**config.mk**
```make
export PLATFORM = sky130hd
export DESIGN_NAME = ucodeTop
export DESIGN_NICKNAME = d
export VERILOG_FILES = /design/src/rtl/ucodePkg.sv /design/src/rtl/ucodeTop.sv /design/src/rtl/ucodeSequencer.sv /design/src/rtl/ucodeRom.sv /design/src/rtl/flowDispatch.sv
export VERILOG_INCLUDE_DIRS = /design/src /design/src/rtl
export SDC_FILE = /design/constraint.sdc
export NUM_CORES = 1
export LEC_CHECK = 0
export ABC_AREA = 1
export BUFFER_PORTS_ARGS = -buffer_cell sky130_fd_sc_hd__buf_4
export CORE_MARGIN = 2
export CORE_UTILIZATION = 54
export CTS_BUF_LIST = sky130_fd_sc_hd__clkbuf_16
export DETAILED_ROUTE_END_ITERATION = 12
export PLACE_DENSITY = 0.88
export SYNTH_ARGS = -nofsm -noshare
export SYNTH_HDL_FRONTEND = slang
export SYNTH_SLANG_ARGS = --single-unit
```
**constraint.sdc**
```tcl
create_clock -name clock -period 2.2 [get_ports clock]
set_input_delay 0.11 -clock clock [delete_from_list [all_inputs] [get_ports clock]]
set_output_delay 0.11 -clock clock [all_outputs]
set_load 0.01 [all_outputs]
```
**src/rtl/ucode_macros.svh**
```systemverilog
`ifndef UCODE_MACROS_SVH
`define UCODE_MACROS_SVH

////////////////////
// Widths
////////////////////

`define UCODE_OPCODE_W 8
`define UCODE_ADDR_W 6

////////////////////
// Flow start addresses
////////////////////

// Shared default for every opcode without its own flow
`define FLOW_DEFAULT 6'd0
// CB page entries
`define FLOW_CB_NOP 6'd2
`define FLOW_CB_BIT7 6'd3
// Base page entries
`define FLOW_NOP 6'd4
`define FLOW_LDRN_B 6'd5
`define FLOW_INCR_C 6'd8
`define FLOW_JRNZN 6'd9
`define FLOW_CPN 6'd15
`define FLOW_PUSHBC 6'd19
`define FLOW_MAPCB 6'd25

////////////////////
// Opcode values
////////////////////

`define OP_NOP 8'h00
`define OP_LDRN_B 8'h06
`define OP_INCR_C 8'h0C
`define OP_JRNZN 8'h20
`define OP_PUSHBC 8'hC5
`define OP_MAPCB 8'hCB
`define OP_CPN 8'hFE

// Second byte after the CB prefix
`define OP_CB_BIT7 8'h7C

`endif
```
**src/rtl/ucodePkg.sv**
```systemverilog
`include "ucode_macros.svh"

package ucodePkg;

	////////////////////
	// Plain vectors
	////////////////////

	// Opcode byte or CB page byte
	typedef logic [`UCODE_OPCODE_W-1:0] opcode_t;

	// Microcode ROM address
	typedef logic [`UCODE_ADDR_W-1:0] uAddr_t;

	////////////////////
	// Micro-op fields
	////////////////////

	// What happens to pc and to the flow after this word
	typedef enum logic [3:0]
	{
		op = 4'd0,
		inc = 4'd1,
		eof = 4'd2,
		incEof = 4'd3,
		incEofFu = 4'd4,
		eofFu = 4'd5,
		incEofZ = 4'd6,
		updateFlags = 4'd7
	} pcAction_t;

	// Datapath operation, executed outside this block
	typedef enum logic [3:0]
	{
		nop = 4'd0,
		sma = 4'd1,
		smw = 4'd2,
		srm = 4'd3,
		sx16r = 4'd4,
		spc = 4'd5,
		addx16 = 4'd6,
		subx16 = 4'd7,
		inc16 = 4'd8,
		dec16 = 4'd9,
		jcb = 4'd10,
		bitTest = 4'd11,
		z801bop = 4'd12
	} uOperation_t;

	typedef enum logic [3:0]
	{
		none = 4'd0,
		pc = 4'd1,
		pch = 4'd2,
		sp = 4'd3,
		a = 4'd4,
		b = 4'd5,
		c = 4'd6,
		x8 = 4'd7,
		x16 = 4'd8
	} uOperand_t;

	// One ROM word, 12 bits
	typedef struct packed
	{
		pcAction_t pcAction;
		uOperation_t operation;
		uOperand_t operand;
	} uop_t;

	// Sequencer FSM
	typedef enum logic
	{
		idle = 1'b0,
		run = 1'b1
	} seqState_t;

endpackage

```
**src/rtl/ucodeTop.sv**
```systemverilog
`timescale 1ns/1ps

module ucodeTop
(
	input logic clock,
	input logic rstN,
	input logic opcodeValid,
	input ucodePkg::opcode_t opcode,
	input ucodePkg::opcode_t cbOpcode,
	input logic zeroFlag,
	output logic uopValid,
	output ucodePkg::uop_t uop,
	output logic busy
);

	import ucodePkg::*;

	opcode_t dispatchOpcode;
	uAddr_t flowStart;
	uAddr_t uAddr;
	logic cbPage;

	////////////////////
	// Opcode to flow start
	////////////////////

	flowDispatch u_flowDispatch
	(
		.opcode(dispatchOpcode),
		.cbOpcode(cbOpcode),
		.cbPage(cbPage),
		.flowStart(flowStart)
	);

	// ROM word is the micro-op port itself
	ucodeRom u_ucodeRom
	(
		.uAddr(uAddr),
		.uop(uop)
	);

	ucodeSequencer u_ucodeSequencer
	(
		.clock(clock),
		.rstN(rstN),
		.opcodeValid(opcodeValid),
		.opcode(opcode),
		.zeroFlag(zeroFlag),
		.romUop(uop),
		.flowStart(flowStart),
		.dispatchOpcode(dispatchOpcode),
		.uAddr(uAddr),
		.cbPage(cbPage),
		.busy(busy),
		.uopValid(uopValid)
	);

endmodule

```
**src/rtl/ucodeSequencer.sv**
```systemverilog
`timescale 1ns/1ps

module ucodeSequencer
(
	input logic clock,
	input logic rstN,
	input logic opcodeValid,
	input ucodePkg::opcode_t opcode,
	input logic zeroFlag,
	input ucodePkg::uop_t romUop,
	input ucodePkg::uAddr_t flowStart,
	output ucodePkg::opcode_t dispatchOpcode,
	output ucodePkg::uAddr_t uAddr,
	output logic cbPage,
	output logic busy,
	output logic uopValid
);

	import ucodePkg::*;

	seqState_t state;
	logic running;
	logic endFlow;
	logic accept;

	////////////////////
	// Decode of the current word
	////////////////////

	assign running = (state == run);

	// Opcode goes straight to the base table
	assign dispatchOpcode = opcode;

	// Strobes while a flow runs are dropped
	assign accept = !running && opcodeValid;

	always_comb
	begin
		case (romUop.pcAction)
			eof, incEof, incEofFu, eofFu:
				endFlow = 1'b1;
			// Conditional return on zero
			incEofZ:
				endFlow = zeroFlag;
			default:
				endFlow = 1'b0;
		endcase
	end

	// CB table lookup replaces the increment
	assign cbPage = running && (romUop.operation == jcb);

	////////////////////
	// FSM and micro-address
	////////////////////

	always_ff @(posedge clock or negedge rstN)
	begin
		if (!rstN)
		begin
			state <= idle;
			uAddr <= '0;
		end
		else
		begin
			case (state)
				idle:
				begin
					if (accept)
					begin
						uAddr <= flowStart;
						state <= run;
					end
				end
				run:
				begin
					if (cbPage)
					begin
						uAddr <= flowStart;
					end
					else if (endFlow)
					begin
						state <= idle;
					end
					else
					begin
						uAddr <= uAddr + 1'b1;
					end
				end
				default:
				begin
					state <= idle;
				end
			endcase
		end
	end

	// One micro-op per cycle while running
	assign busy = running;
	assign uopValid = running;

endmodule

```
**src/rtl/ucodeRom.sv**
```systemverilog
`timescale 1ns/1ps
`include "ucode_macros.svh"

module ucodeRom
(
	input ucodePkg::uAddr_t uAddr,
	output ucodePkg::uop_t uop
);

	import ucodePkg::*;

	always_comb
	begin
		case (uAddr)

			////////////////////
			// Shared flows
			////////////////////

			// Unlisted opcode, generic one byte op on a
			`FLOW_DEFAULT:
				uop = '{updateFlags, z801bop, a};
			`FLOW_DEFAULT + 6'd1:
				uop = '{incEof, nop, none};

			// CB byte without its own flow
			`FLOW_CB_NOP:
				uop = '{eof, nop, none};

			// BIT7, flags only
			`FLOW_CB_BIT7:
				uop = '{eofFu, bitTest, none};

			////////////////////
			// Base page flows
			////////////////////

			`FLOW_NOP:
				uop = '{incEof, nop, none};

			// LDrn_b, immediate byte into b
			`FLOW_LDRN_B:
				uop = '{inc, sma, pc};
			`FLOW_LDRN_B + 6'd1:
				uop = '{inc, nop, none};
			`FLOW_LDRN_B + 6'd2:
				uop = '{eof, srm, b};

			// INCr_c
			`FLOW_INCR_C:
				uop = '{incEofFu, inc16, c};

			// JRNZn
			`FLOW_JRNZN:
				uop = '{inc, sma, pc};
			`FLOW_JRNZN + 6'd1:
				uop = '{op, nop, none};
			// Leaves here when z is set, else fetches the offset
			`FLOW_JRNZN + 6'd2:
				uop = '{incEofZ, srm, x8};
			`FLOW_JRNZN + 6'd3:
				uop = '{op, sx16r, pc};
			// x16 = pc + signed offset
			`FLOW_JRNZN + 6'd4:
				uop = '{op, addx16, x8};
			`FLOW_JRNZN + 6'd5:
				uop = '{eof, spc, x16};

			// CPn, a minus immediate for flags only
			`FLOW_CPN:
				uop = '{inc, sx16r, a};
			`FLOW_CPN + 6'd1:
				uop = '{op, nop, none};
			`FLOW_CPN + 6'd2:
				uop = '{op, srm, x8};
			`FLOW_CPN + 6'd3:
				uop = '{incEofFu, subx16, x8};

			// PUSHBC
			`FLOW_PUSHBC:
				uop = '{op, dec16, sp};
			`FLOW_PUSHBC + 6'd1:
				uop = '{op, sma, sp};
			`FLOW_PUSHBC + 6'd2:
				uop = '{op, smw, b};
			`FLOW_PUSHBC + 6'd3:
				uop = '{op, dec16, sp};
			`FLOW_PUSHBC + 6'd4:
				uop = '{op, smw, c};
			// Point memory back at pc
			`FLOW_PUSHBC + 6'd5:
				uop = '{incEof, sma, pc};

			// MAPcb, fetch the second byte then jump to the CB page
			`FLOW_MAPCB:
				uop = '{inc, sma, pc};
			`FLOW_MAPCB + 6'd1:
				uop = '{op, nop, none};
			`FLOW_MAPCB + 6'd2:
				uop = '{inc, jcb, none};

			default:
				uop = '{op, nop, none};
		endcase
	end

endmodule

```
**src/rtl/flowDispatch.sv**
```systemverilog
`timescale 1ns/1ps
`include "ucode_macros.svh"

module flowDispatch
(
	input ucodePkg::opcode_t opcode,
	input ucodePkg::opcode_t cbOpcode,
	input logic cbPage,
	output ucodePkg::uAddr_t flowStart
);

	import ucodePkg::*;

	uAddr_t baseStart;
	uAddr_t cbStart;

	////////////////////
	// Base page
	////////////////////

	always_comb
	begin
		case (opcode)
			`OP_NOP:
				baseStart = `FLOW_NOP;
			`OP_LDRN_B:
				baseStart = `FLOW_LDRN_B;
			`OP_INCR_C:
				baseStart = `FLOW_INCR_C;
			`OP_JRNZN:
				baseStart = `FLOW_JRNZN;
			`OP_PUSHBC:
				baseStart = `FLOW_PUSHBC;
			`OP_MAPCB:
				baseStart = `FLOW_MAPCB;
			`OP_CPN:
				baseStart = `FLOW_CPN;
			// Anything else runs as a generic one byte op
			default:
				baseStart = `FLOW_DEFAULT;
		endcase
	end

	////////////////////
	// CB page
	////////////////////

	always_comb
	begin
		case (cbOpcode)
			`OP_CB_BIT7:
				cbStart = `FLOW_CB_BIT7;
			default:
				cbStart = `FLOW_CB_NOP;
		endcase
	end

	// Sequencer picks the page on a jcb word
	assign flowStart = cbPage ? cbStart : baseStart;

endmodule

```
==> flow_metrics.py, run 1 <==
metrics = {
    "status": {
        "outcome": "finished, final reports clean",
    },
    "synth": {
        "synth.avg_cell_area_um2": 5.85,
        "synth_seq_cells": 7,
        "async_flop_share_pct": 100,
        "seq_area_frac_synth_pct": 12.8,
        "yosysTopAreaCell": "nand2_1",
        "yosys-top-cells-area": "nand2_1 (20%), dfrtp_1 (13%), ha_1 (9.1%), inv_1 (8.8%), nand3_1 (8.4%)",
        "synthesis.nets": 264,
        "synth-main-ff-cell": "dfrtp_1",
        "synth_area_um2": 1370,
        "synth.distinct_cells": 32,
        "synth_enable_flop_cells": 0,
        "yosysTopAreaCellShare_pct": 20.0,
        "ys_warn_count": 0,
        "syn_inst": 234,
    },
    "place": {
        "port_buffers": 32,
        "gp_congestion": 0.912,
        "dpl.hpwl_um": 2800,
    },
    "global_routing": {
        "grt.total_usage_pct": 26.0,
        "grt_pass1_vias": 1373,
        "grt_pass1_wl_um": 5620,
        "antenna_found_initial": 0,
        "grt.overflow.total": 0,
        "grt_max_degree": 22,
    },
    "timing": {
        "rsz0062_at_grt": "no",
        "max_freq_mhz": 489,
        "fin_crit_ns": 2.05,
        "finalClockSkew_ns": 0.00420,
        "finalSetupTns_ns": 0,
        "fin_crit_sh_pct": 93.0,
        "setup_viol": 0,
        "slew_viol_final": 0,
        "hold_ws_ns": 0.214,
        "hold_viol": 0,
    },
    "floorplanning": {
        "rows": 18,
        "initial_core_util_pct": 56.3,
        "io_pins": 34,
        "dieHeight_um": 54.4,
        "design.core.area_um2": 2430,
        "die_area_um2": 2960,
        "die_x_um": 54.4,
    },
    "power_and_ir_drop": {
        "ir_drop_mv": 1.61,
        "p_per_area_nw_per_um2": 1640,
        "p_leak_nw": 0.989,
    },
    "min_path": {
        "hold_class": "in2async",
    },
    "final_layout": {
        "drive_gt1_share_pct": 23.4,
        "antenna_cells": 0,
        "area_delta_synth_final_pct": 23.4,
        "nNetsFinal": 296,
    },
    "clock_network": {
        "post-cts-setup-buffer-count": 0,
        "cts.sink_count": 7,
        "cts_made_buffers": 3,
        "worstSkewPairLatency_ns": 0.24,
        "cts_tree": "done",
        "cts_root_buf": "clkbuf_16",
        "cts.path.max_buffers": 2,
        "clk_pin_slew_ns": 0.04,
        "cts.htree.levels": 1,
    },
    "job": {
        "max-cap-violations": 0,
    },
    "critical_path": {
        "crit_arrival_ns": 2.17,
        "criticalPathCategory": "reg2reg",
        "crit_required_ns": 2.32,
        "crit_start": "u_ucodeSequencer.uAddr[1]",
        "startpoint_type": "register",
        "cp-end-kind": "register",
        "regToRegStartpoint": "u_ucodeSequencer.uAddr[1]",
        "crit_fanout": 6,
    },
    "route": {
        "firstDrtPassIters": 4,
        "vias": 1561,
        "via_per_inst": 5.29,
        "ant_nets": 0,
        "drt_iter0_markers": 46,
        "avgRoutedWirePerCell_um": 11.7,
        "drc": 0,
        "wl_um": 3460,
    },
}
==> state kept, by name, indices dropped and copies added, names as in the netlist <==
name                    cells
u_ucodeSequencer.uAddr      6
u_ucodeSequencer.busy       1
==> cells in the final DEF, fill, tap and decap left out, drive strengths merged <==
cell	instances
a21boi	1
a21oi	10
and2	1
buf	35
clkbuf	3
conb	1
dfrtp	7
dlygate4sd3	1
ha	10
inv	36
nand2	79
nand3	28
nand3b	2
nand4	2
nor2	28
nor3	3
nor4	1
o211ai	2
o21ai	12
o32ai	1
xor2	2
==> logic make-up (layout without fill, tap and decap cells) <==
logic type / Yosys count / in the layout / synth area share, %
flip-flops: 7 / 7 / 12.8
adder cells (fa/ha/maj): 10 / 10 / 9.13
AND/OR/NAND/NOR: 144 / 144 / 50.1
other: 1 / 1 / 0.274
AO/OA/AOI/OAI: 26 / 26 / 11.1
XOR/XNOR: 2 / 2 / 1.28
buffers and inverters: 44 / 75 / 15.3
==> power breakdown <==
group          internal (mW)  total, mW  switching (mW)
clock                  0.237      0.313          0.0763
sequential             0.192      0.327           0.135
combinational          0.858       2.13            1.27
==> stage by stage <==
step	instance area [um^2]	total power, mW	std cells	utilization [%]	setup slack, ns
6_report	1690	2.77	295	69.5	0.154
4_1_cts	1680	2.73	295	69.1	0.0613
3_5_place_dp	1590	2.41	290	65.5	0.00441
3_3_place_gp	1590	2.38	290	65.5	0.0313
5_1_grt	1690	3.04	295	69.5	0.0122
2_1_floorplan	1370	1.83	234	-	0.192
==> synthesized netlist by cell type (all sizes together) (2+ instances only) <==
library cell	number
nand3	28
dfrtp	7
o21ai	12
buf	9
a21oi	10
nand2	79
ha	10
nor2	28
nand4	2
xor2	2
nor3	3
o211ai	2
nand3b	2
inv	35
==> what timing repair did <==
item / in CTS / in global routing
hold buffers: 1 / 0
setup endpoints to repair: 1 / 5
gates resized for setup: 1 / 4
hold endpoints to repair: 7 / 0
==> metal layers <==
metal	vias to the layer above	global-route usage [%]	share of wire (%)
met5	-	0	0
met1	696	31.1	42
li1	803	-	-
met2	55	46.4	52
met3	7	2.73	4.9
met4	0	11.7	1.5
==> worst paths after layout <==
kind / end / slack [ns] / cells past startpoint
hold / removal: u_ucodeSequencer.uAddr[2] / 0.21 / 2
hold reg to reg: u_ucodeSequencer.uAddr[0] / 0.61 / 2
max in group asynchronous: u_ucodeSequencer.uAddr[1] / 1.85 / 2
min in group clock: u_ucodeSequencer.busy / 0.25 / 3
setup reg to reg: u_ucodeSequencer.uAddr[4] / 0.15 / 13
setup / recovery: u_ucodeSequencer.uAddr[4] / 0.15 / 13
==> final cells by class <==
cell class,instances,area (um^2)
Multi-Input combinational cell,183,991
Fill cell,234,742
Timing Repair Buffer,36,273
Sequential cell,7,176
Inverter,35,134
Clock buffer,3,75.1
Tap cell,30,37.5
Clock inverter,1,3.75
==> critical path, stage by stage, from the launching register on <==
cell and delay, ns:
dfrtp_2 0.43, ha_1 0.26, ha_1 0.23, nor2_1 0.06
nor2_1 0.08, nor2_1 0.05, nand2_1 0.10, nand3_2 0.12
nor2_4 0.18, nand2_1 0.13, nand2_1 0.10, nand2_1 0.06
nand3_1 0.09, nand2_1 0.05
(Power assumes the default switching activity.)
==> run 2, diff against run 1 <==
--- a/config.mk
+++ b/config.mk
@@ -10,7 +10,7 @@
 export BUFFER_PORTS_ARGS = -buffer_cell sky130_fd_sc_hd__buf_4
 export CORE_MARGIN = 2
 export CORE_UTILIZATION = 54
-export CTS_BUF_LIST = sky130_fd_sc_hd__clkbuf_16
+export CTS_CLUSTER_SIZE = 16
 export DETAILED_ROUTE_END_ITERATION = 12
 export PLACE_DENSITY = 0.88
 export SYNTH_ARGS = -nofsm -noshare
==> run 2 against run 1 <==
  * Setup slack got worse by 0.0092 ns
  * Power is 7.0% lower
  * Critical path depth stayed put
  * Clock power down 61%
  * Die area is the same
  * Worst hold slack got worse by 0.025 ns
  * Via count is 0.96% lower
  * Largest cell class unchanged
==> flow_metrics.py, run 2 (synthesis results as in run 1) <==
metrics = {
    "power_and_ir_drop": {
        "power.share.clock_pct": 4.7,
        "totalPowerFinal_mw": 2.57,
        "ir_drop_mv": 1.54,
        "share_comb_of_total_power_pct": 82.6,
        "switching_share_pct": 56.5,
        "net-switching-power_mw": 1.45,
        "p_per_area_nw_per_um2": 1570,
        "p_int_mw": 1.12,
        "p_leak_nw": 0.961,
        "seqPwrFrac_pct": 12.7,
    },
    "route": {
        "drt_iter0_markers": 44,
        "via_per_inst": 5.24,
        "ant_nets": 0,
        "drc": 0,
        "vias": 1546,
        "firstDrtPassIters": 4,
        "wl_um": 3410,
        "avgRoutedWirePerCell_um": 11.6,
    },
    "critical_path": {
        "crit_required_ns": 2.35,
        "crit_fanout": 6,
        "cp-end-kind": "register",
        "crit_arrival_ns": 2.20,
        "critical_path_buf_inv_count": 0,
        "slowest_stage": "dfrtp_2",
        "max_stage_delay_ns": 0.44,
        "criticalPathCategory": "reg2reg",
        "path_cells": "ha_1 -> ha_1 -> nor2_1 -> nor2_1 -> nor2_1 -> nand2_1 -> nand3_2 -> nor2_4 -> nand2_1 -> nand2_1 -> nand2_1 -> nand3_1 -> nand2_1",
        "worst_path_most_repeated_cell": "nand2_1",
        "critPathTopFamily": "simple AND/OR/NAND/NOR gates",
        "startpoint_type": "register",
    },
    "global_routing": {
        "grt.total_usage_pct": 25.3,
        "antenna_found_initial": 0,
        "grt_pass1_vias": 1356,
        "grt.overflow.total": 0,
        "grt_max_degree": 22,
        "grt_pass1_wl_um": 5520,
    },
    "final_layout": {
        "layout_commonest_cell": "nand2_1",
        "nNetsFinal": 296,
        "n_fill_cell": 241,
        "area_delta_synth_final_pct": 19.5,
        "drive_gt1_share_pct": 23.4,
        "multi_input_area_um2": 991,
        "final_cell_mix": "nand2_1 (73), buf_4 (35), inv_1 (30), nor2_1 (25), nand3_1 (23)",
        "regArea_um2": 176,
        "largest_reg_flops": 6,
        "largest_register": "u_ucodeSequencer.uAddr",
        "antenna_cells": 0,
    },
    "clock_network": {
        "cts_tree": "done",
        "worstSkewPairLatency_ns": 0.26,
        "cts.sink_count": 7,
        "cts_root_buf": "clkbuf_4",
        "clk_pin_slew_ns": 0.05,
        "post-cts-setup-buffer-count": 0,
        "cts_made_buffers": 3,
        "cts.path.max_buffers": 2,
        "cts.htree.levels": 1,
    },
    "timing": {
        "slew_viol_final": 0,
        "hold_viol": 0,
        "fin_crit_sh_pct": 93.4,
        "finalClockSkew_ns": 0.00390,
        "finalSetupTns_ns": 0,
        "max_freq_mhz": 486,
        "setup_viol": 0,
        "rsz0062_at_grt": "no",
        "fin_crit_ns": 2.06,
    },
    "floorplanning": {
        "io_pins": 34,
        "rows": 18,
        "design.core.area_um2": 2430,
        "die_x_um": 54.4,
        "dieHeight_um": 54.4,
        "initial_core_util_pct": 56.3,
        "die_area_um2": 2960,
    },
    "place": {
        "gp_congestion": 0.912,
        "port_buffers": 32,
        "dpl.hpwl_um": 2800,
    },
    "status": {
        "outcome": "finished, final reports clean",
    },
    "min_path": {
        "hold_class": "in2async",
    },
    "job": {
        "max-cap-violations": 0,
    },
}
==> run 2: cell count changes in the layout (fill, tap and decap cells not counted), sizes merged <==
cell | previous run | this run
inv | 36 | 35
clkbuf | 3 | 4
==> run 2: final cells by class <==
class / instances / share of cell area, %
Clock buffer: 4 / 1.60
Inverter: 35 / 8.17
Sequential cell: 7 / 10.8
Timing Repair Buffer: 36 / 16.7
Multi-Input combinational cell: 183 / 60.5
Tap cell: 30 / 2.29
==> run 2: worst paths after layout <==
path	slack [ns]	to	startpoint	cells after the start
worst max-delay path	0.14	u_ucodeSequencer.uAddr[4]	u_ucodeSequencer.uAddr[1]	13
worst min-delay path	0.19	u_ucodeSequencer.uAddr[2]	rstN	2
worst max register to register	0.14	u_ucodeSequencer.uAddr[4]	u_ucodeSequencer.uAddr[1]	13
worst min register to register	0.60	u_ucodeSequencer.uAddr[0]	u_ucodeSequencer.uAddr[0]	2
max in group asynchronous	1.88	u_ucodeSequencer.uAddr[1]	rstN	2
min in group clock	0.23	u_ucodeSequencer.busy	opcodeValid	3
==> run 2: metrics by stage <==
step | util (%) | instances | hold WS, ns | setup slack (ns) | area [um^2]
final | 67.3 | 295 | 0.189 | 0.144 | 1640
after global routing | 67.3 | 295 | 0.193 | 0.00932 | 1640
after CTS | 67.0 | 295 | 0.192 | 0.0627 | 1630
after detailed placement | 65.5 | 290 | -0.0707 | 0.00441 | 1590
after global placement | 65.5 | 290 | -0.0703 | 0.0313 | 1590
after floorplan | - | 234 | -0.186 | 0.192 | 1370
==> run 2: worst register-to-register path, cell delays in order (launching register included) <==
cell and delay [ns]:
dfrtp_2 0.44, ha_1 0.26, ha_1 0.23, nor2_1 0.06, nor2_1 0.08, nor2_1 0.05, nand2_1 0.10, nand3_2 0.12
nor2_4 0.18, nand2_1 0.13, nand2_1 0.10, nand2_1 0.06, nand3_1 0.09, nand2_1 0.05
==> run 2: layer usage <==
| layer | vias up | global-route usage [%] | wire, um |
|---|---|---|---|
| met1 | 689 | 31.1 | 1450 |
| met4 | 0 | 10.8 | 51 |
| li1 | 799 | - | - |
| met5 | - | 0 | 0 |
| met3 | 7 | 1.64 | 157 |
| met2 | 51 | 45.2 | 1760 |
==> run 2: timing repair <==
item                                    CTS  global route
endpoints found under the setup margin    1             5
gates cloned                              0             0
endpoints found under the hold margin     7             0
resized for setup                         1             4
hold buffers                              1             0
==> run 2: power groups by stage <==
| stage | sequential, mW | combinational, mW | clock (mW) |
|---|---|---|---|
| floorplan | 0.257 | 1.57 | 0 |
| global placement | 0.317 | 2.06 | 0 |
| detailed placement | 0.319 | 2.09 | 0 |
| CTS | 0.318 | 2.10 | 0.125 |
| global route | 0.338 | 2.37 | 0.134 |
| finish | 0.328 | 2.12 | 0.121 |
==> run 3, diff against run 2 <==
--- a/config.mk
+++ b/config.mk
@@ -9,10 +9,10 @@
 export ABC_AREA = 1
 export BUFFER_PORTS_ARGS = -buffer_cell sky130_fd_sc_hd__buf_4
 export CORE_MARGIN = 2
-export CORE_UTILIZATION = 54
+export CORE_UTILIZATION = 45
 export CTS_CLUSTER_SIZE = 16
 export DETAILED_ROUTE_END_ITERATION = 12
-export PLACE_DENSITY = 0.88
+export PLACE_DENSITY = 0.76
 export SYNTH_ARGS = -nofsm -noshare
 export SYNTH_HDL_FRONTEND = slang
 export SYNTH_SLANG_ARGS = --single-unit
==> run 3 against run 2 <==
  * Global-route usage decreased by 3.1 points
  * Fmax about the same
  * Design area grew 1.4%
  * Clock skew about the same
  * Clock power is essentially flat
  * Utilization decreased by 12 points
  * Highest routed layer unchanged
==> flow_metrics.py, run 3 (synthesis results as in run 1) <==
metrics = {
    "timing": {
        "finalSetupTns_ns": 0,
        "hold_viol": 0,
        "setup_viol": 0,
        "finalClockSkew_ns": 0.00379,
        "max_freq_mhz": 487,
        "fin_crit_ns": 2.06,
        "rsz0062_at_grt": "no",
        "hold_ws_ns": 0.193,
        "slew_viol_final": 0,
        "fin_crit_sh_pct": 93.4,
        "layout_setup_ws_ns": 0.145,
    },
    "critical_path": {
        "cp-end-kind": "register",
        "slowest_stage": "dfrtp_1",
        "path_cells": "inv_1 -> buf_4 -> ha_1 -> inv_1 -> o21ai_1 -> nand2_1 -> nand3b_1 -> nand2_2 -> nor2_4 -> nand3_4 -> nand2_1 -> inv_1 -> nand3_1 -> nand2_1",
        "reg2reg_depth": 14,
        "ff2ff_setup_slack_ns": 0.14,
        "startpoint_type": "register",
        "max_stage_delay_ns": 0.43,
        "crit_arrival_ns": 2.20,
        "crit_fanout": 7,
        "crit_required_ns": 2.35,
        "criticalPathCategory": "reg2reg",
        "reg2reg_to": "u_ucodeSequencer.uAddr[0]",
        "regToRegStartpoint": "u_ucodeSequencer.uAddr[1]",
    },
    "route": {
        "ant_nets": 0,
        "firstDrtPassIters": 5,
        "wl_um": 3580,
        "vias": 1572,
        "drc": 0,
        "via_per_inst": 5.22,
        "drt_iter0_markers": 96,
        "avgRoutedWirePerCell_um": 11.9,
    },
    "global_routing": {
        "grt_pass1_vias": 1375,
        "grt_max_degree": 20,
        "grt_pass1_wl_um": 5840,
        "grt.overflow.total": 0,
        "grt.total_usage_pct": 22.2,
        "antenna_found_initial": 0,
    },
    "clock_network": {
        "cts.path.max_buffers": 2,
        "cts.sink_count": 7,
        "cts.htree.levels": 1,
        "cts_made_buffers": 3,
        "clk_pin_slew_ns": 0.05,
        "cts_tree": "done",
        "worstSkewPairLatency_ns": 0.26,
        "cts_root_buf": "clkbuf_4",
    },
    "min_path": {
        "hold_class": "in2async",
    },
    "final_layout": {
        "regArea_um2": 175,
        "antenna_cells": 0,
        "instances_no_fill": 301,
        "area_delta_synth_final_pct": 21.2,
        "utilization_pct": 55.8,
        "nNetsFinal": 299,
        "multi_input_area_um2": 991,
        "fin_area_um2": 1660,
        "n_fill_cell": 318,
        "largest_register": "u_ucodeSequencer.uAddr",
        "final_cell_mix": "nand2_1 (72), buf_4 (38), inv_1 (32), nor2_1 (25), nand3_1 (23)",
        "drive_gt1_share_pct": 23.9,
        "layout_commonest_cell": "nand2_1",
        "largest_reg_flops": 6,
    },
    "floorplanning": {
        "die_x_um": 59.2,
        "dieHeight_um": 59.2,
        "design.core.area_um2": 2980,
        "rows": 20,
        "initial_core_util_pct": 46.0,
        "io_pins": 34,
        "die_area_um2": 3500,
    },
    "power_and_ir_drop": {
        "ir_drop_mv": 0.493,
        "p_leak_nw": 0.975,
        "p_per_area_nw_per_um2": 1560,
        "totalPowerFinal_mw": 2.59,
    },
    "place": {
        "port_buffers": 32,
        "place_inst": 295,
        "placed_cell_area_um2": 1610,
        "dpl.hpwl_um": 2890,
        "gp_congestion": 0.913,
        "dpl_worst_slack_ns": 0.169,
    },
    "job": {
        "max-cap-violations": 0,
    },
    "status": {
        "outcome": "finished, final reports clean",
    },
}
run 3: how the worst max path moves through the flow:
| stage | from | cells past startpoint | slack (ns) | endpoint |
|---|---|---|---|---|
| final | u_ucodeSequencer.uAddr[1] | 14 | 0.14 | u_ucodeSequencer.uAddr[0] |
| after global routing | u_ucodeSequencer.uAddr[1] | 13 | 0.006 | u_ucodeSequencer.uAddr[2] |
| after CTS | u_ucodeSequencer.uAddr[1] | 14 | 0.16 | u_ucodeSequencer.uAddr[2] |
| after detailed placement | u_ucodeSequencer.uAddr[1] | 14 | 0.17 | u_ucodeSequencer.uAddr[4] |
| after global placement | u_ucodeSequencer.uAddr[0] | 14 | 0.19 | u_ucodeSequencer.uAddr[4] |
| after floorplan | u_ucodeSequencer.uAddr[0] | 12 | 0.19 | u_ucodeSequencer.uAddr[1] |
run 3: area by class of cell:
cell class | instances | area share (%)
multi-input combinational | 183 | 59.7
timing repair buffer | 39 | 17.8
sequential | 7 | 10.6
inverter | 35 | 7.91
tap | 33 | 2.49
clock buffer | 4 | 1.58
run 3: layer usage:
metal | vias to the layer above | global-route usage [%] | share of wire (%)
met5 | - | 0 | 0
met2 | 65 | 39.7 | 51
met1 | 695 | 26.1 | 41
li1 | 798 | - | -
met3 | 14 | 1.97 | 5.4
met4 | 0 | 11.7 | 3.2
run 3: worst max-delay path: cells and delay by family, from the launching register on:
family	cells	cell delay [ns]
AO/OA/AOI/OAI	1	0.18
adder cells (fa/ha/maj)	1	0.15
buffers and inverters	4	0.38
flip-flops	1	0.43
AND/OR/NAND/NOR	8	0.83
run 3: report_power, final:
| part | leakage (nW) | switching, mW | total [mW] | internal (mW) |
|---|---|---|---|---|
| clock network | 0.0150 | 0.0522 | 0.122 | 0.0695 |
| logic | 0.870 | 1.27 | 2.14 | 0.878 |
| registers | 0.0904 | 0.136 | 0.325 | 0.190 |
run 3: timing repair:
item | 4_1_cts | 5_1_grt
hold endpoints to repair | 7 | 0
setup buffers | 0 | 1
setup endpoints to repair | 0 | 1
gates resized for setup | 0 | 2
hold buffers | 1 | 0
